==> src/hazardPkg.sv <==
`default_nettype none

package hazardPkg;

	//////////////////////////////////////////////////////////////////////
	// Field widths
	//////////////////////////////////////////////////////////////////////

	// Tuse and Tnew range over 0..3
	localparam int timeW = 2;
	localparam int regW = 5;

	//////////////////////////////////////////////////////////////////////
	// Instruction encodings
	//////////////////////////////////////////////////////////////////////

	// Primary opcode, instr[31:26]
	typedef enum logic [5:0] {
		opSpecial = 6'h00,
		opRegimm  = 6'h01,
		opJ       = 6'h02,
		opJal     = 6'h03,
		opBeq     = 6'h04,
		opBne     = 6'h05,
		opBlez    = 6'h06,
		opBgtz    = 6'h07,
		opAddi    = 6'h08,
		opAddiu   = 6'h09,
		opSlti    = 6'h0a,
		opSltiu   = 6'h0b,
		opAndi    = 6'h0c,
		opOri     = 6'h0d,
		opXori    = 6'h0e,
		opLui     = 6'h0f,
		opLb      = 6'h20,
		opLh      = 6'h21,
		opLw      = 6'h23,
		opLbu     = 6'h24,
		opLhu     = 6'h25,
		opSb      = 6'h28,
		opSh      = 6'h29,
		opSw      = 6'h2b
	} opcodeT;

	// Function field of special opcode, instr[5:0]
	typedef enum logic [5:0] {
		fnSll   = 6'h00, fnSrl   = 6'h02, fnSra  = 6'h03,
		fnSllv  = 6'h04, fnSrlv  = 6'h06, fnSrav = 6'h07,
		fnJr    = 6'h08, fnJalr  = 6'h09,
		fnMfhi  = 6'h10, fnMthi  = 6'h11, fnMflo = 6'h12, fnMtlo = 6'h13,
		fnMult  = 6'h18, fnMultu = 6'h19, fnDiv  = 6'h1a, fnDivu = 6'h1b,
		fnAdd   = 6'h20, fnAddu  = 6'h21, fnSub  = 6'h22, fnSubu = 6'h23,
		fnAnd   = 6'h24, fnOr    = 6'h25, fnXor  = 6'h26, fnNor  = 6'h27,
		fnSlt   = 6'h2a, fnSltu  = 6'h2b
	} functT;

	// rt field of regimm opcode
	typedef enum logic [4:0] {
		rtBltz = 5'h00,
		rtBgez = 5'h01
	} regimmT;

	//////////////////////////////////////////////////////////////////////
	// Forwarding mux select
	//////////////////////////////////////////////////////////////////////

	typedef enum logic [1:0] {
		fwdReg = 2'd0,
		fwdE   = 2'd1,
		fwdM   = 2'd2,
		fwdW   = 2'd3
	} fwdSelT;

endpackage

`default_nettype wire

==> src/atDecoder.sv <==
`timescale 1ns/1ns
`default_nettype none

module atDecoder
	import hazardPkg::*;
(
	input  logic [31:0]      instr,
	output logic [regW-1:0]  rsAddr,
	output logic [timeW-1:0] rsTuse,
	output logic [regW-1:0]  rtAddr,
	output logic [timeW-1:0] rtTuse,
	output logic [regW-1:0]  dstAddr,
	output logic [timeW-1:0] dstTnew,
	output logic             mduReq
);

	localparam logic [regW-1:0] regZero = 5'd0;
	// Link register for jal
	localparam logic [regW-1:0] regRa = 5'd31;

	opcodeT opcode;
	functT funct;
	regimmT rtCode;
	logic [regW-1:0] rs;
	logic [regW-1:0] rt;
	logic [regW-1:0] rd;

	assign opcode = opcodeT'(instr[31:26]);
	assign funct = functT'(instr[5:0]);
	assign rtCode = regimmT'(instr[20:16]);
	assign rs = instr[25:21];
	assign rt = instr[20:16];
	assign rd = instr[15:11];

	//////////////////////////////////////////////////////////////////////
	// Source/destination table
	//////////////////////////////////////////////////////////////////////

	// Each row is {rs, Tuse, rt, Tuse, dst, Tnew}
	always_comb
	begin
		{rsAddr, rsTuse, rtAddr, rtTuse, dstAddr, dstTnew} = '0;
		mduReq = 1'b0;
		case (opcode)
			opSpecial:
			begin
				case (funct)
					fnAdd, fnAddu, fnSub, fnSubu, fnAnd, fnOr, fnXor, fnNor,
					fnSllv, fnSrlv, fnSrav, fnSlt, fnSltu:
						{rsAddr, rsTuse, rtAddr, rtTuse, dstAddr, dstTnew} =
							{rs, 2'd1, rt, 2'd1, rd, 2'd2};
					// Shift amount is an immediate, rs unused
					fnSll, fnSrl, fnSra:
						{rsAddr, rsTuse, rtAddr, rtTuse, dstAddr, dstTnew} =
							{regZero, 2'd0, rt, 2'd1, rd, 2'd2};
					fnMult, fnMultu, fnDiv, fnDivu:
					begin
						{rsAddr, rsTuse, rtAddr, rtTuse, dstAddr, dstTnew} =
							{rs, 2'd1, rt, 2'd1, regZero, 2'd0};
						mduReq = 1'b1;
					end
					fnMfhi, fnMflo:
					begin
						{rsAddr, rsTuse, rtAddr, rtTuse, dstAddr, dstTnew} =
							{regZero, 2'd0, regZero, 2'd0, rd, 2'd2};
						mduReq = 1'b1;
					end
					fnMthi, fnMtlo:
					begin
						{rsAddr, rsTuse, rtAddr, rtTuse, dstAddr, dstTnew} =
							{rs, 2'd1, regZero, 2'd0, regZero, 2'd0};
						mduReq = 1'b1;
					end
					// Jump target needed in decode
					fnJr:
						{rsAddr, rsTuse, rtAddr, rtTuse, dstAddr, dstTnew} =
							{rs, 2'd0, regZero, 2'd0, regZero, 2'd0};
					fnJalr:
						{rsAddr, rsTuse, rtAddr, rtTuse, dstAddr, dstTnew} =
							{rs, 2'd0, regZero, 2'd0, rd, 2'd1};
					default:
						{rsAddr, rsTuse, rtAddr, rtTuse, dstAddr, dstTnew} = '0;
				endcase
			end
			opAddi, opAddiu, opSlti, opSltiu, opAndi, opOri, opXori:
				{rsAddr, rsTuse, rtAddr, rtTuse, dstAddr, dstTnew} =
					{rs, 2'd1, regZero, 2'd0, rt, 2'd2};
			opLui:
				{rsAddr, rsTuse, rtAddr, rtTuse, dstAddr, dstTnew} =
					{regZero, 2'd0, regZero, 2'd0, rt, 2'd1};
			// Load data available after memory stage
			opLb, opLbu, opLh, opLhu, opLw:
				{rsAddr, rsTuse, rtAddr, rtTuse, dstAddr, dstTnew} =
					{rs, 2'd1, regZero, 2'd0, rt, 2'd3};
			// Store data not needed until memory stage
			opSb, opSh, opSw:
				{rsAddr, rsTuse, rtAddr, rtTuse, dstAddr, dstTnew} =
					{rs, 2'd1, rt, 2'd2, regZero, 2'd0};
			opBeq, opBne:
				{rsAddr, rsTuse, rtAddr, rtTuse, dstAddr, dstTnew} =
					{rs, 2'd0, rt, 2'd0, regZero, 2'd0};
			opBlez, opBgtz:
				{rsAddr, rsTuse, rtAddr, rtTuse, dstAddr, dstTnew} =
					{rs, 2'd0, regZero, 2'd0, regZero, 2'd0};
			opRegimm:
			begin
				case (rtCode)
					rtBltz, rtBgez:
						{rsAddr, rsTuse, rtAddr, rtTuse, dstAddr, dstTnew} =
							{rs, 2'd0, regZero, 2'd0, regZero, 2'd0};
					default:
						{rsAddr, rsTuse, rtAddr, rtTuse, dstAddr, dstTnew} = '0;
				endcase
			end
			opJal:
				{rsAddr, rsTuse, rtAddr, rtTuse, dstAddr, dstTnew} =
					{regZero, 2'd0, regZero, 2'd0, regRa, 2'd1};
			// j touches no register, falls to default
			default:
				{rsAddr, rsTuse, rtAddr, rtTuse, dstAddr, dstTnew} = '0;
		endcase
	end

endmodule

`default_nettype wire

==> src/stageTracker.sv <==
`timescale 1ns/1ns
`default_nettype none

module stageTracker
	import hazardPkg::*;
(
	input  logic             clk,
	input  logic             arstN,
	input  logic             stall,
	input  logic [regW-1:0]  dstAddr,
	input  logic [regW-1:0]  rsAddr,
	input  logic [regW-1:0]  rtAddr,
	input  logic [timeW-1:0] dstTnew,
	output logic [regW-1:0]  dstE,
	output logic [regW-1:0]  dstM,
	output logic [regW-1:0]  dstW,
	output logic [regW-1:0]  rsE,
	output logic [regW-1:0]  rtE,
	output logic [timeW-1:0] tnewE,
	output logic [timeW-1:0] tnewM
);

	logic [timeW-1:0] tnewNextE;
	logic [timeW-1:0] tnewNextM;

	// One cycle of ageing per stage, stops at zero
	assign tnewNextE = (dstTnew == '0) ? '0 : dstTnew - timeW'(1);
	assign tnewNextM = (tnewE == '0) ? '0 : tnewE - timeW'(1);

	//////////////////////////////////////////////////////////////////////
	// Execute record
	//////////////////////////////////////////////////////////////////////

	always_ff @(posedge clk or negedge arstN)
	begin
		if (!arstN)
		begin
			dstE <= '0;
			tnewE <= '0;
			rsE <= '0;
			rtE <= '0;
		end
		else if (stall)
		begin
			// Bubble while decode is held
			dstE <= '0;
			tnewE <= '0;
			rsE <= '0;
			rtE <= '0;
		end
		else
		begin
			dstE <= dstAddr;
			tnewE <= tnewNextE;
			rsE <= rsAddr;
			rtE <= rtAddr;
		end
	end

	//////////////////////////////////////////////////////////////////////
	// Memory and writeback records
	//////////////////////////////////////////////////////////////////////

	// These always advance, stall only affects execute
	always_ff @(posedge clk or negedge arstN)
	begin
		if (!arstN)
		begin
			dstM <= '0;
			tnewM <= '0;
			dstW <= '0;
		end
		else
		begin
			dstM <= dstE;
			tnewM <= tnewNextM;
			dstW <= dstM;
		end
	end

endmodule

`default_nettype wire

==> src/stallControl.sv <==
`timescale 1ns/1ns
`default_nettype none

module stallControl
	import hazardPkg::*;
(
	input  logic [regW-1:0]  rsAddr,
	input  logic [regW-1:0]  rtAddr,
	input  logic [regW-1:0]  dstE,
	input  logic [regW-1:0]  dstM,
	input  logic [timeW-1:0] rsTuse,
	input  logic [timeW-1:0] rtTuse,
	input  logic [timeW-1:0] tnewE,
	input  logic [timeW-1:0] tnewM,
	input  logic             mduReq,
	input  logic             mduBusy,
	output logic             stall
);

	logic rsStall;
	logic rtStall;
	logic mduStall;

	// Source needed before an in-flight producer has its result
	function automatic logic srcLate(
		input logic [regW-1:0]  addr,
		input logic [timeW-1:0] tuse
	);
		logic hitE;
		logic hitM;
		hitE = (addr == dstE) && (tnewE > tuse);
		hitM = (addr == dstM) && (tnewM > tuse);
		return (addr != '0) && (hitE || hitM);
	endfunction

	always_comb
	begin
		rsStall = srcLate(rsAddr, rsTuse);
		rtStall = srcLate(rtAddr, rtTuse);
		// hi/lo access must wait for the multiplier
		mduStall = mduReq && mduBusy;
		stall = rsStall || rtStall || mduStall;
	end

endmodule

`default_nettype wire

==> src/forwardSelect.sv <==
`timescale 1ns/1ns
`default_nettype none

module forwardSelect
	import hazardPkg::*;
(
	input  logic [regW-1:0]  rsAddr,
	input  logic [regW-1:0]  rtAddr,
	input  logic [regW-1:0]  rsE,
	input  logic [regW-1:0]  rtE,
	input  logic [regW-1:0]  dstE,
	input  logic [regW-1:0]  dstM,
	input  logic [regW-1:0]  dstW,
	input  logic [timeW-1:0] tnewE,
	input  logic [timeW-1:0] tnewM,
	output fwdSelT           fwdRsD,
	output fwdSelT           fwdRtD,
	output fwdSelT           fwdRsE,
	output fwdSelT           fwdRtE
);

	// Newest matching stage wins, forwarded only once its value exists.
	// Execute operands skip the E record since that is themselves
	function automatic fwdSelT pickSource(
		input logic [regW-1:0] addr,
		input logic            lookE
	);
		fwdSelT sel;
		sel = fwdReg;
		if (addr == '0)
			sel = fwdReg;
		else if (lookE && (addr == dstE))
			sel = (tnewE == '0) ? fwdE : fwdReg;
		else if (addr == dstM)
			sel = (tnewM == '0) ? fwdM : fwdReg;
		else if (addr == dstW)
			sel = fwdW;
		return sel;
	endfunction

	// Decode operands
	always_comb
	begin
		fwdRsD = pickSource(rsAddr, 1'b1);
		fwdRtD = pickSource(rtAddr, 1'b1);
	end

	// Execute operands
	always_comb
	begin
		fwdRsE = pickSource(rsE, 1'b0);
		fwdRtE = pickSource(rtE, 1'b0);
	end

endmodule

`default_nettype wire

==> src/hazardUnit.sv <==
`timescale 1ns/1ns
`default_nettype none

module hazardUnit
	import hazardPkg::*;
(
	input  logic        clk,
	input  logic        arstN,
	input  logic [31:0] instrD,
	input  logic        mduBusy,
	output logic        stall,
	output fwdSelT      fwdRsD,
	output fwdSelT      fwdRtD,
	output fwdSelT      fwdRsE,
	output fwdSelT      fwdRtE
);

	// Decode stage fields
	logic [regW-1:0] rsAddr;
	logic [regW-1:0] rtAddr;
	logic [regW-1:0] dstAddr;
	logic [timeW-1:0] rsTuse;
	logic [timeW-1:0] rtTuse;
	logic [timeW-1:0] dstTnew;
	logic mduReq;

	// In-flight records
	logic [regW-1:0] dstE;
	logic [regW-1:0] dstM;
	logic [regW-1:0] dstW;
	logic [regW-1:0] rsE;
	logic [regW-1:0] rtE;
	logic [timeW-1:0] tnewE;
	logic [timeW-1:0] tnewM;

	atDecoder dec0 (
		.instr   (instrD),
		.rsAddr  (rsAddr),
		.rsTuse  (rsTuse),
		.rtAddr  (rtAddr),
		.rtTuse  (rtTuse),
		.dstAddr (dstAddr),
		.dstTnew (dstTnew),
		.mduReq  (mduReq)
	);

	stageTracker trk0 (
		.clk     (clk),
		.arstN   (arstN),
		.stall   (stall),
		.dstAddr (dstAddr),
		.rsAddr  (rsAddr),
		.rtAddr  (rtAddr),
		.dstTnew (dstTnew),
		.dstE    (dstE),
		.dstM    (dstM),
		.dstW    (dstW),
		.rsE     (rsE),
		.rtE     (rtE),
		.tnewE   (tnewE),
		.tnewM   (tnewM)
	);

	stallControl stl0 (
		.rsAddr  (rsAddr),
		.rtAddr  (rtAddr),
		.dstE    (dstE),
		.dstM    (dstM),
		.rsTuse  (rsTuse),
		.rtTuse  (rtTuse),
		.tnewE   (tnewE),
		.tnewM   (tnewM),
		.mduReq  (mduReq),
		.mduBusy (mduBusy),
		.stall   (stall)
	);

	forwardSelect fwd0 (
		.rsAddr (rsAddr),
		.rtAddr (rtAddr),
		.rsE    (rsE),
		.rtE    (rtE),
		.dstE   (dstE),
		.dstM   (dstM),
		.dstW   (dstW),
		.tnewE  (tnewE),
		.tnewM  (tnewM),
		.fwdRsD (fwdRsD),
		.fwdRtD (fwdRtD),
		.fwdRsE (fwdRsE),
		.fwdRtE (fwdRtE)
	);

endmodule

`default_nettype wire

==> config.mk <==
export PLATFORM = sky130hd
export DESIGN_NAME = hazardUnit
export DESIGN_NICKNAME = d
export VERILOG_FILES = /design/src/hazardPkg.sv /design/src/atDecoder.sv /design/src/stageTracker.sv /design/src/stallControl.sv /design/src/forwardSelect.sv /design/src/hazardUnit.sv
export SDC_FILE = /design/constraint.sdc
export NUM_CORES = 1
export LEC_CHECK = 0
export ABC_AREA = 1
export BUFFER_PORTS_ARGS = -buffer_cell sky130_fd_sc_hd__buf_4
export CAP_MARGIN = 20
export CORE_MARGIN = 2
export CORE_UTILIZATION = 28
export CTS_CLUSTER_SIZE = 25
export DETAILED_ROUTE_END_ITERATION = 6
export PLACE_DENSITY = 0.45
export SYNTH_ARGS = -nofsm -noshare
export SYNTH_HDL_FRONTEND = slang
export SYNTH_HIERARCHICAL = 1
export SYNTH_SLANG_ARGS = --single-unit
==> constraint.sdc <==
create_clock -name clk -period 2.2 [get_ports clk]
set_input_delay 0.22 -clock clk [delete_from_list [all_inputs] [get_ports clk]]
set_output_delay 0.22 -clock clk [all_outputs]
set_load 0.03 [all_outputs]
# Word level (Yosys, flattened, before mapping)

Index checks and enable logic that the tools add are counted.
Widths: inputs -> output; s select.

Flip-flop bits (word level): 29
Latch bits: 0
Memory bits (writable): 0
ROM bits: 0
Input port bits: 35
Output and inout bits: 9
Word-level logic and storage cells: 146
Memories kept: 0

Add/sub/neg operators: 2
Multiply operators: 0
Div/mod/pow operators: 0
Magnitude comparators: 4
Equal/unequal tests: 58
Shift-type cells: 0
Muxes and demuxes: 37
Bitwise logic cells: 0
Reductions and logical operators: 38

Operator list:

| cell               | count |
|---|---|
| $eq 6x6->1 const B | 18 |
| $eq 6x4->1 const B | 10 |
| $reduce_or 19->1   | 3 |
| $eq 5x5->1         | 10 |
| $eq 6x5->1 const B | 8 |
| $eq 6x3->1 const B | 7 |
| $mux 2             | 18 |
| $mux 5             | 7 |
| $pmux 5 s3         | 2 |
| $logic_not 5->1    | 5 |
| $reduce_or 21->1   | 1 |
| $reduce_or 20->1   | 1 |
| $eq 6x2->1 const B | 3 |
| $reduce_or 18->1   | 1 |
| $reduce_or 15->1   | 1 |
| $reduce_or 13->1   | 1 |
| $logic_not 6->1    | 2 |
| $pmux 5 s2         | 1 |
| $reduce_bool 5->1  | 2 |
| $reduce_or 5->1    | 2 |
| $pmux 2 s2         | 2 |
| $pmux 2 s4         | 1 |
| $reduce_or 8->1    | 1 |
| $logic_and 1x1->1  | 7 |
| other kinds (12)   | 25 |

# Longest topological paths before layout

Gate-level depths: netlist of run 1.

Word-level depth: 11
Gate-level depth with buffers: 23
Depth with buffers taken out: 22

# Cells and area by module

Netlist of run 1, hierarchy kept.

By module, submodules not included:

| module        | instances | cells each | area each (um^2) | sequential area each (um^2) |
|---|---|---|---|---|
| atDecoder     | 1         | 182        | 930.9            | 0.0 |
| stageTracker  | 1         | 70         | 898.4            | 725.7 |
| forwardSelect | 1         | 176        | 880.8            | 0.0 |
| stallControl  | 1         | 123        | 590.6            | 0.0 |

# Worst setup path after synthesis of run 1

No wires, ideal clock.

Path type: in2out
Start point: input instrD[29]
End point: output fwdRsD[0]
Data arrival time: 2111 ps
Data required time: 1980 ps
Setup slack: -131 ps
Stages: 17
Buffers on the path: 2
Path through: buf_6 > nor2_1 > nand2_1 > inv_1 > nand2_2 > inv_2 > buf_4 > nand3_1 > nand2_1 > inv_1 > nand2_1 > nand2_1 > nor2_1 > nand3_1 > nor2_1 > nor2_1 > nor2_1

Cells in the longest elaborated chain, start to end: 8
Elaborated cells on any way between the ends: 31
Classes of those cells: 23 x eq/ne; 5 x mux; 3 x reduce/logical

RTL lines:

| item                                     | RTL line            | RTL |
|---|---|---|
| from (decl)                              | hazardUnit.sv:9     | `input logic [31:0] instrD,` |
| $eq 6x3->1, or another cell as far along | atDecoder.sv:44     | `case (opcode)` |
| $reduce_or 19->1 (no line)               | -                   |  |
| $pmux 5 s3 (*)                           | atDecoder.sv:44     |  |
| named net rsAddr[3]                      | hazardUnit.sv:19    | `logic [regW-1:0] rsAddr;` |
| $eq 5x5->1                               | forwardSelect.sv:36 | `else if (addr == dstW)` |
| $mux 2                                   | forwardSelect.sv:36 |  |
| $mux 2                                   | forwardSelect.sv:34 | `else if (addr == dstM)` |
| $mux 2                                   | forwardSelect.sv:32 | `else if (lookE && (addr == dstE))` |
| $mux 2 (*)                               | forwardSelect.sv:30 | `if (addr == '0)` |
| to (decl)                                | hazardUnit.sv:12    | `output fwdSelT fwdRsD,` |

Mark *: on every way through the listed nets, which the timed path passes. The rest lies on a longest branch.

# Worst setup path after layout of run 1

Start point: input instrD[4]
End point: output fwdRsD[0]

Cells in the longest elaborated chain, start to end: 9
Elaborated cells on any way between the ends: 32
Classes of those cells: 24 x eq/ne; 6 x mux; 2 x reduce/logical

RTL lines:

| item                                     | RTL line            | RTL |
|---|---|---|
| $eq 6x4->1, or another cell as far along | atDecoder.sv:47     | `case (funct)` |
| $reduce_or 21->1 (no line) (*)           | -                   |  |
| $mux 5 (*)                               | atDecoder.sv:47     |  |
| $pmux 5 s3 (*)                           | atDecoder.sv:44     |  |
| named net rsAddr[3]                      | hazardUnit.sv:19    |  |
| $eq 5x5->1                               | forwardSelect.sv:36 |  |
| $mux 2                                   | forwardSelect.sv:36 |  |
| $mux 2                                   | forwardSelect.sv:34 |  |
| $mux 2                                   | forwardSelect.sv:32 |  |
| $mux 2 (*)                               | forwardSelect.sv:30 |  |

Marked as above.

==> flow_summary.yaml, run 1 <==
run_status:
  status: "complete, but fails checks"
  violations: "setup timing"
power_and_ir_drop:
  power.net_switching_mw: 0.8667
  netSwitchingFraction: 0.3678
  ir_drop_mv: 0.2899
  powerDensity_mw_per_mm2: 465.0
  comb_power_share: 0.448
  power.internal_mw: 1.490
  power_mw: 2.356
  clkPwrFrac: 0.286
  p_leak_nw: 2.564
  p_seq_frac: 0.265
routing:
  drc: 0
  drt-total-wl_um: 10640
  antenna_left: 0
  via_count: 3655
  routedWlPerCell_um: 13.12
  drt-initial-drc-count: 140
  via_per_inst: 4.507
  drtPass1Iterations: 4
global_routing:
  antenna_found_initial: 0
  grt_overflow: 0
  grt_pass1_wl_um: 17390
  grt_pass1_vias: 3657
  grt_max_degree: 30
  track_usage: 0.1701
critical_path:
  path_delay_family: "simple AND/OR/NAND/NOR gates"
  crit_path_max_incr_delay_ps: 180
  crit_cells: 20
  rrSetupSlack_ps: 250
  required_ps: 1980
  path_buf_inv: 6
  reg2regPathDepth: 15
  path_class: "in -> out"
  startpoint_type: "primary input"
  crit_arrival_ps: 2210
  worst-path-max-fanout: 6
  end_kind: "primary output"
  path_cells: "buf_6, inv_4, nor2_4, buf_4, nand3_1, nand2_2, nor2_4, nand4_4, nand3_2, nand2_4, buf_12, inv_2, nand2_1, nand2_1, nand3_2, nor2_2, nor2_1, nor2_1, nor2_2, buf_6"
  slowest_stage: "nand4_4"
finish:
  fin_area_mm2: 0.005067
  num_antenna_cells: 0
  final_cell_count_no_fill: 811
  final_core_util: 0.4419
  final_nets: 711
  area_delta_synth_final_pct: 53.53
  layout_common_cells: "146 x nand2_1, 91 x buf_4, 73 x inv_1, 55 x nor2_1, 33 x nand3_1"
  layout.cells.most_common: "nand2_1"
  layout-drive-gt1-share: 0.3847
synth:
  syn_area_mm2: 0.003301
  ys_ff_latch: 29
  synth_warnings: 6
  syn_inst: 551
  syn-num-nets: 594
  synth.distinct_cells: 36
  syn_avg_cell_area_um2: 5.990
  ys_seq_area_frac: 0.2199
min_path:
  min_path_cells: 5
  hp-class: "in -> reg"
placed_design:
  dp_slack_ps: -349.3
  dp.cells: 785
  hpwl_um: 7937
  gp_congestion: 0.8785
  port_buffers: 38
  place_area_mm2: 0.004293
floorplan:
  die_area_mm2: 0.01267
  die_h_um: 112.6
  std_cell_rows: 39
  core_mm2: 0.01147
  die_x_um: 112.6
  initial_core_util: 0.2878
  pin_count: 44
sta:
  fmax_ghz: 0.4110
  tightestPinTransition_ps: 525.9
  rsz0062_at_grt: "yes"
  finalSetupTns_ps: -1513
  layout_min_cycle_time_ps: 2433
  hold_viol: 0
  setup_violations: 13
  slew_violations: 0
  holdWs_ps: 324.7
  fin_worst_skew_ps: 11.92
  layout_setup_ws_ps: -233.1
  period_share: 1.106
  worst_slew_margin_rel: 0.6481
cts:
  path_clk_slew_ps: 50
  clkLatencyLatePin_ps: 280
  cts.sinks: 29
  tritoncts: "done"
  cts_buffers: 5
  htreeDepth: 2
  clk_path_buf_depth: 2
  cts_root_buf: "clkbuf_16"
job:
  max-cap-violations: 0
-- power by group through the flow --
stage	combinational, mW	clock (mW)	sequential [mW]
final	1.06	0.674	0.625
after global routing	1.17	0.716	0.632
after CTS	1.01	0.682	0.626
after detailed placement	0.887	0	0.635
after global placement	0.881	0	0.634
after floorplan	0.571	0	0.610
-- worst paths after layout --
path,start,to
max,instrD[4],fwdRsD[0]
min reg2reg,trk0/tnewE[0],trk0/tnewM[0]
max reg2reg,trk0/tnewE[0],trk0/rsE[1]
min,instrD[16],trk0/dstE[0]
max in group asynchronous,arstN,trk0/rtE[0]
min in group asynchronous,arstN,trk0/dstM[2]
-- cells in the mapped netlist, drive strengths merged --
| master | count | area, µm² |
|---|---|---|
| clkinv | 1 | 5.000 |
| a22oi | 1 | 7.510 |
| ha | 8 | 100.1 |
| nor3b | 5 | 37.54 |
| and2 | 1 | 6.260 |
| nand3 | 57 | 330.3 |
| dfrtp | 29 | 725.7 |
| inv | 94 | 352.8 |
| xnor2 | 28 | 245.2 |
| nor3 | 10 | 55.05 |
| a21oi | 9 | 45.04 |
| nand4 | 5 | 46.29 |
| conb | 1 | 3.750 |
| o21ai | 12 | 63.81 |
| xor2 | 9 | 78.83 |
| o2111ai | 1 | 8.760 |
| o21bai | 1 | 7.510 |
| nor2 | 92 | 405.4 |
| buf | 7 | 62.55 |
| or2 | 2 | 12.52 |
| nand2 | 176 | 673.2 |
| nand3b | 2 | 27.53 |
-- layer usage --
| layer | share of wire | global-route usage | wire length, µm |
|---|---|---|---|
| met1 | 0.44 | 0.2061 | 4734 |
| met2 | 0.50 | 0.3098 | 5293 |
| met3 | 0.029 | 0.02430 | 309 |
| met4 | 0.028 | 0.05203 | 303 |
| met5 | 0 | 0 | 0 |
-- flip-flops by register name, indices dropped and copies added, names as in the netlist --
signal	flops
trk0/tnewE	2
trk0/rtE	5
trk0/dstW	5
trk0/rsE	5
trk0/dstE	5
trk0/dstM	5
trk0/tnewM	2
-- cell families after synthesis --
| logic type | share of synthesized area |
|---|---|
| fa+ha+maj | 0.03033 |
| xor+xnor | 0.09818 |
| buf+inv | 0.1274 |
| simple gates | 0.4829 |
| other cells | 0.001136 |
| compound gates | 0.04018 |
| flops | 0.2199 |
-- layout make-up --
cell class	count	area (µm²)
inverters	95	371.6
flip-flops and latches	29	725.7
clock buffers	7	142.6
well taps	143	178.9
multi-input cells	420	2582
repair buffers	117	1066
fillers	1193	6400
-- worst min-delay path: stages --
cell	delay, ps
buf_4	90
o21ai_0	80
nand2_1	70
inv_1	30
nor2_1	70
-- repair_timing --
item	CTS	global route
gates resized for setup	77	43
gates cloned	1	1
hold buffers	1	0
pin swaps	28	41
buffers inserted	8	8
endpoints found under the hold margin	29	0
endpoints found under the setup margin	15	22
Note: power is estimated with default switching activity, not from simulation.
==> run 2: changes to the inputs <==
CTS_CLUSTER_SIZE = not set   (was 25)
REMOVE_ABC_BUFFERS = 1   (was not set)
==> run 2 against run 1 <==
The flow still finishes with violations (setup timing). Clock-buffer cell count did not move. Power decreased by 0.98%. Cell count rose by 0.12%. Non-clock buffer count fell by 1. Global-route usage grew 0.43 points. Clock skew fell by 6.3 ps. Flip-flop and latch count is the same. Core utilization is essentially flat. Wire length increased by 1.1%. Sequential share of layout area about the same. Fmax is 0.15% higher. Cell area about the same. Critical path type unchanged.
==> flow_summary.yaml, run 2 (synthesis results as in run 1) <==
run_status:
  status: "complete, but fails checks"
  violations: "setup timing"
cts:
  clk_path_buf_depth: 2
  path_clk_slew_ps: 50
  htreeDepth: 2
  cts.sinks: 29
  tritoncts: "done"
  cts_root_buf: "clkbuf_16"
  cts_buffers: 5
  clkLatencyLatePin_ps: 280
finish:
  num_antenna_cells: 0
  final_core_util: 0.4418
  layout-drive-gt1-share: 0.3767
  final_nets: 711
  area_delta_synth_final_pct: 53.49
  fillers: 1159
  layout.cells.most_common: "nand2_1"
  layout_common_cells: "151 x nand2_1, 92 x buf_4, 71 x inv_1, 62 x nor2_1, 30 x nand3_1"
routing:
  highest_layer: "met4"
  drt-met1-wl_um: 5030
  drt-total-wl_um: 10760
  wl_met2_um: 5370
  met3WireLength_um: 249
  drc: 0
  via_count: 3607
  drt-initial-drc-count: 144
  antenna_left: 0
  routedWlPerCell_um: 13.25
  drtPass1Iterations: 4
  via_per_inst: 4.442
global_routing:
  antenna_found_initial: 0
  grt_max_degree: 30
  grt_pass1_wl_um: 17860
  track_usage: 0.1743
  grt_pass1_vias: 3658
  grt_overflow: 0
critical_path:
  critPathLaunch: "instrD[3]"
  end_kind: "primary output"
  rrSetupSlack_ps: 270
  reg2reg_to: "trk0/tnewE[0]"
  required_ps: 1980
  crit_arrival_ps: 2210
  startpoint_type: "primary input"
  path_class: "in -> out"
  worst-path-max-fanout: 8
  reg2regPathDepth: 16
  r2r_start: "trk0/tnewE[0]"
sta:
  layout_min_cycle_time_ps: 2429
  slew_violations: 0
  hold_viol: 0
  fmax_ghz: 0.4116
  layout_setup_ws_ps: -229.4
  holdWs_ps: 339.8
  rsz0062_at_grt: "yes"
  period_share: 1.104
  setup_violations: 15
  fin_worst_skew_ps: 5.646
floorplan:
  initial_core_util: 0.2878
  core_mm2: 0.01147
  die_area_mm2: 0.01267
  std_cell_rows: 39
  die_h_um: 112.6
  die_x_um: 112.6
  pin_count: 44
min_path:
  min-delay-start: "instrD[16]"
  min_path_cells: 5
  hp-class: "in -> reg"
  holdPathEnd: "trk0/dstE[0]"
power_and_ir_drop:
  p_leak_nw: 2.588
  powerDensity_mw_per_mm2: 460.6
  ir_drop_mv: 0.3166
placed_design:
  gp_congestion: 0.9002
  hpwl_um: 8330
  port_buffers: 38
job:
  max-cap-violations: 0
==> run 2: per-layer routing <==
metal | vias to the layer above | global-route usage
met5 | - | 0
met4 | 0 | 0.03902
met3 | 7 | 0.01836
met2 | 55 | 0.3074
met1 | 1628 | 0.2296
li1 | 1917 | -
==> run 2: worst max-delay path by stage <==
| stage | slack (ps) | endpoint |
|---|---|---|
| 2_1_floorplan | -80 | trk0/tnewE[0] |
| 3_3_place_gp | -450 | fwdRtD[0] |
| 3_5_place_dp | -450 | fwdRtD[0] |
| 4_1_cts | -200 | fwdRtD[0] |
| 5_1_grt | -400 | fwdRtD[0] |
| 6_report | -230 | fwdRtD[0] |
==> run 2: power breakdown <==
group | internal [mW] | switching (mW) | total, mW
Combinational | 0.437 | 0.562 | 0.999
Clock | 0.478 | 0.232 | 0.710
Sequential | 0.564 | 0.0598 | 0.624
Total | 1.48 | 0.854 | 2.33
==> run 2: per-stage QoR <==
step           setup TNS (ps)  setup WS (ps)  std cells  power, mW  cell area [µm²]
2_1_floorplan          -499.6         -84.17        544      1.133             3238
3_3_place_gp            -7677         -448.8        785      1.482             4203
3_5_place_dp            -7822         -454.4        785      1.485             4203
4_1_cts                -678.1         -201.3        806      2.300             4861
5_1_grt                 -5216         -404.9        812      2.484             5066
6_report                -1114         -229.4        812      2.333             5066
==> run 2: what timing repair did <==
item,in CTS,in global routing
hold endpoints to repair,29,0
endpoints found under the setup margin,22,22
setup buffers,11,6
gates cloned,2,0
pin swaps,52,26
hold buffers,1,0
resized for setup,101,38
==> run 2: layout make-up <==
type                    instances  area [µm²]  share of cell area
inverters                      95       372.9             0.07360
flip-flops and latches         29       725.7              0.1432
clock buffers                   7       152.6             0.03013
well taps                     143       178.9             0.03532
repair inverters                1       7.507            0.001482
clock inverters                 1       5.005           0.0009879
repair buffers                116        1031              0.2035
multi-input cells             420        2592              0.5117
==> run 2: critical path, stage by stage <==
cell	delay [ps]
buf_8	110
nor2_4	230
buf_6	150
nand3_2	80
nand2_2	110
nor2_4	50
nand3b_4	140
nand3_2	110
nand2_4	110
inv_1	60
nand2_1	50
nand2_1	50
nor2_1	90
nand3_1	130
nor2_1	160
nor2_1	70
nor2_2	130
buf_6	150
==> run 3: changes to the inputs <==
PLACE_DENSITY = 0.46   (was 0.45)
SYNTH_HIERARCHICAL = not set   (was 1)
==> run 3 against run 2 <==
The flow still finishes with violations (setup timing). Clock power fell by 31%. Via count is 16% lower. Clock skew down 0.78 ps. Critical endpoint is now fwdRsD[1].
==> flow_summary.yaml, run 3 <==
run_status:
  status: "complete, but fails checks"
  violations: "setup timing"
floorplan:
  die_area_mm2: 0.009970
  die_h_um: 99.85
  die_x_um: 99.85
  std_cell_rows: 34
  core_mm2: 0.008806
  pin_count: 44
  initial_core_util: 0.2921
synth:
  syn_avg_cell_area_um2: 6.613
  synthTopCellsByArea: "dfrtp_1 28%, nand2_1 13%, nand3_1 8.8%, inv_1 7.7%, nor2_1 5.7%"
  ys_ff_latch: 29
  synth_common_cells: "92 x nand2_1, 53 x inv_1, 45 x nand3_1"
  yosysTopAreaCellShare: 0.2821
  syn_area_mm2: 0.002572
  syn_inst: 389
  synth-async-reset-ratio: 1.000
  ys_seq_area_frac: 0.2821
  yosysTopAreaCell: "dfrtp_1"
  synthFlopType: "dfrtp_1"
  synth_warnings: 0
  synth.distinct_cells: 33
  yosysMostFrequentCell: "nand2_1"
  synth_edf_count: 0
placed_design:
  place_area_mm2: 0.003412
  hpwl_um: 6764
  port_buffers: 38
  gp_congestion: 0.8820
  dp_slack_ps: -233.2
  dp.cells: 592
critical_path:
  r2r_start: "trk0.dstM[2]"
  endpoint: "fwdRsD[1]"
  path_buf_inv: 5
  crit_arrival_ps: 2070
  startpoint_type: "primary input"
  crit_path_max_incr_delay_ps: 200
  critPathLaunch: "instrD[2]"
  path_delay_family: "simple AND/OR/NAND/NOR gates"
  reg2regPathDepth: 12
  rrSetupSlack_ps: 390
  reg2reg_to: "trk0.dstE[4]"
  required_ps: 1980
  worst-path-max-fanout: 8
  slowest_stage: "a21oi_2"
  path_class: "in -> out"
  path_cells: "buf_6, inv_4, nor2_4, nand3_2, nand2_2, nand2_2, buf_4, nand2_2, nand2_8, nand2_8, nand2_4, nand2_1, nand2_1, inv_1, nor2_4, nand2_1, nand4_1, a21oi_2, buf_6"
  end_kind: "primary output"
  crit_cells: 19
sta:
  fmax_ghz: 0.4373
  worst_slew_margin_rel: 0.7547
  layout_setup_ws_ps: -86.91
  finalSetupTns_ps: -317.1
  tightestPinTransition_ps: 367.9
  slew_violations: 0
  hold_viol: 0
  rsz0062_at_grt: "yes"
  holdWs_ps: 230.8
  layout_min_cycle_time_ps: 2287
  fin_worst_skew_ps: 4.868
  setup_violations: 5
  period_share: 1.040
routing:
  drtPass1Iterations: 4
  antenna_left: 0
  routedWlPerCell_um: 14.16
  drc: 0
  drt-initial-drc-count: 102
  via_per_inst: 4.854
  drt-total-wl_um: 8836
  via_count: 3029
cts:
  cts_buffers: 5
  cts.sinks: 29
  cts_root_buf: "clkbuf_8"
  tritoncts: "done"
  clk_path_buf_depth: 2
  htreeDepth: 2
  path_clk_slew_ps: 60
  clkLatencyLatePin_ps: 280
finish:
  layout.cells.most_common: "buf_4"
  area_delta_synth_final_pct: 62.60
  final_core_util: 0.4750
  fillers: 874
  final_cell_count_no_fill: 624
  num_antenna_cells: 0
  layout-drive-gt1-share: 0.4554
  fin_area_mm2: 0.004183
  final_nets: 556
  layout_common_cells: "100 x buf_4, 66 x nand2_1, 41 x inv_1, 32 x nand3_1, 29 x dfrtp_1"
power_and_ir_drop:
  power_mw: 1.908
  powerDensity_mw_per_mm2: 456.2
  ir_drop_mv: 0.1992
  p_leak_nw: 2.071
global_routing:
  grt_pass1_vias: 3075
  grt_overflow: 0
  antenna_found_initial: 0
  grt_pass1_wl_um: 14580
  track_usage: 0.1840
  grt_max_degree: 30
min_path:
  hp-class: "in -> reg"
job:
  max-cap-violations: 0
[run 3: cell count changes in the layout (fill, tap and decap cells not counted), moves of 6 or more]
cell     before  now
a21oi_1       4   13
a31oi_1       0    6
buf_4        92  100
inv_1        71   41
inv_2        17    8
nand2_1     151   66
nand2_2      17   24
nand3_2      20   12
nand4_1       4   14
nor2_1       62   28
xnor2_1      26   10
[run 3: worst min-delay path by stage]
stage / end / depth (start not counted) / from / slack (ps)
4_1_cts: trk0.dstE[3] / 3 / instrD[14] / 230
5_1_grt: trk0.dstE[0] / 3 / instrD[11] / 240
2_1_floorplan: trk0.dstE[0] / 0 / arstN / -80
3_3_place_gp: trk0.dstE[1] / 1 / arstN / 170
3_5_place_dp: trk0.dstE[1] / 1 / arstN / 170
6_report: trk0.dstE[3] / 3 / instrD[14] / 230
[run 3: logic make-up (layout without fill, tap and decap cells)]
family | after synthesis | in the layout | share of synthesized area
compound gates | 52 | 52 | 0.1148
xor+xnor | 21 | 21 | 0.07150
fa+ha+maj | 6 | 6 | 0.02918
buf+inv | 56 | 182 | 0.08949
flops | 29 | 29 | 0.2821
simple gates | 225 | 226 | 0.4129
[run 3: layout make-up]
class	count	area [µm²]	share of cell area
inverter	53	209.0	0.04996
timing repair buffer	121	1001	0.2393
clock inverter	1	5.005	0.001197
sequential	29	725.7	0.1735
tap	108	135.1	0.03231
clock buffer	7	96.34	0.02303
multi-input combinational	305	2011	0.4807
[run 3: worst register-to-register path, cell delays in order, from the launching register on]
cell     delay, ps
dfrtp_1        410
inv_2           60
buf_4          160
o21ai_0        210
nor2_2          70
buf_4          130
nand4_1         80
nand2_1         60
nand2_1         90
nand3_4        100
buf_6          150
buf_6          130
nor2_2         100
[run 3: power by group]
| part | internal [mW] | switching (mW) | total [mW] |
|---|---|---|---|
| Clock | 0.282 | 0.205 | 0.487 |
| Combinational | 0.371 | 0.451 | 0.823 |
| Sequential | 0.560 | 0.0388 | 0.599 |
| Total | 1.21 | 0.694 | 1.91 |
[run 3: repair_timing]
action | 4_1_cts | 5_1_grt
pin swaps | 49 | 23
cloned | 1 | 0
gates resized for setup | 104 | 35
hold buffers | 1 | 0
setup buffers | 17 | 6
endpoints found under the hold margin | 29 | 0
setup endpoints to repair | 5 | 25
[run 3: per-layer routing]
metal	vias up	GRT usage	share of wire
met2	84	0.3202	0.49
met3	27	0.02855	0.037
met1	1382	0.2248	0.44
met4	0	0.08114	0.035
li1	1536	-	-
met5	-	0	0
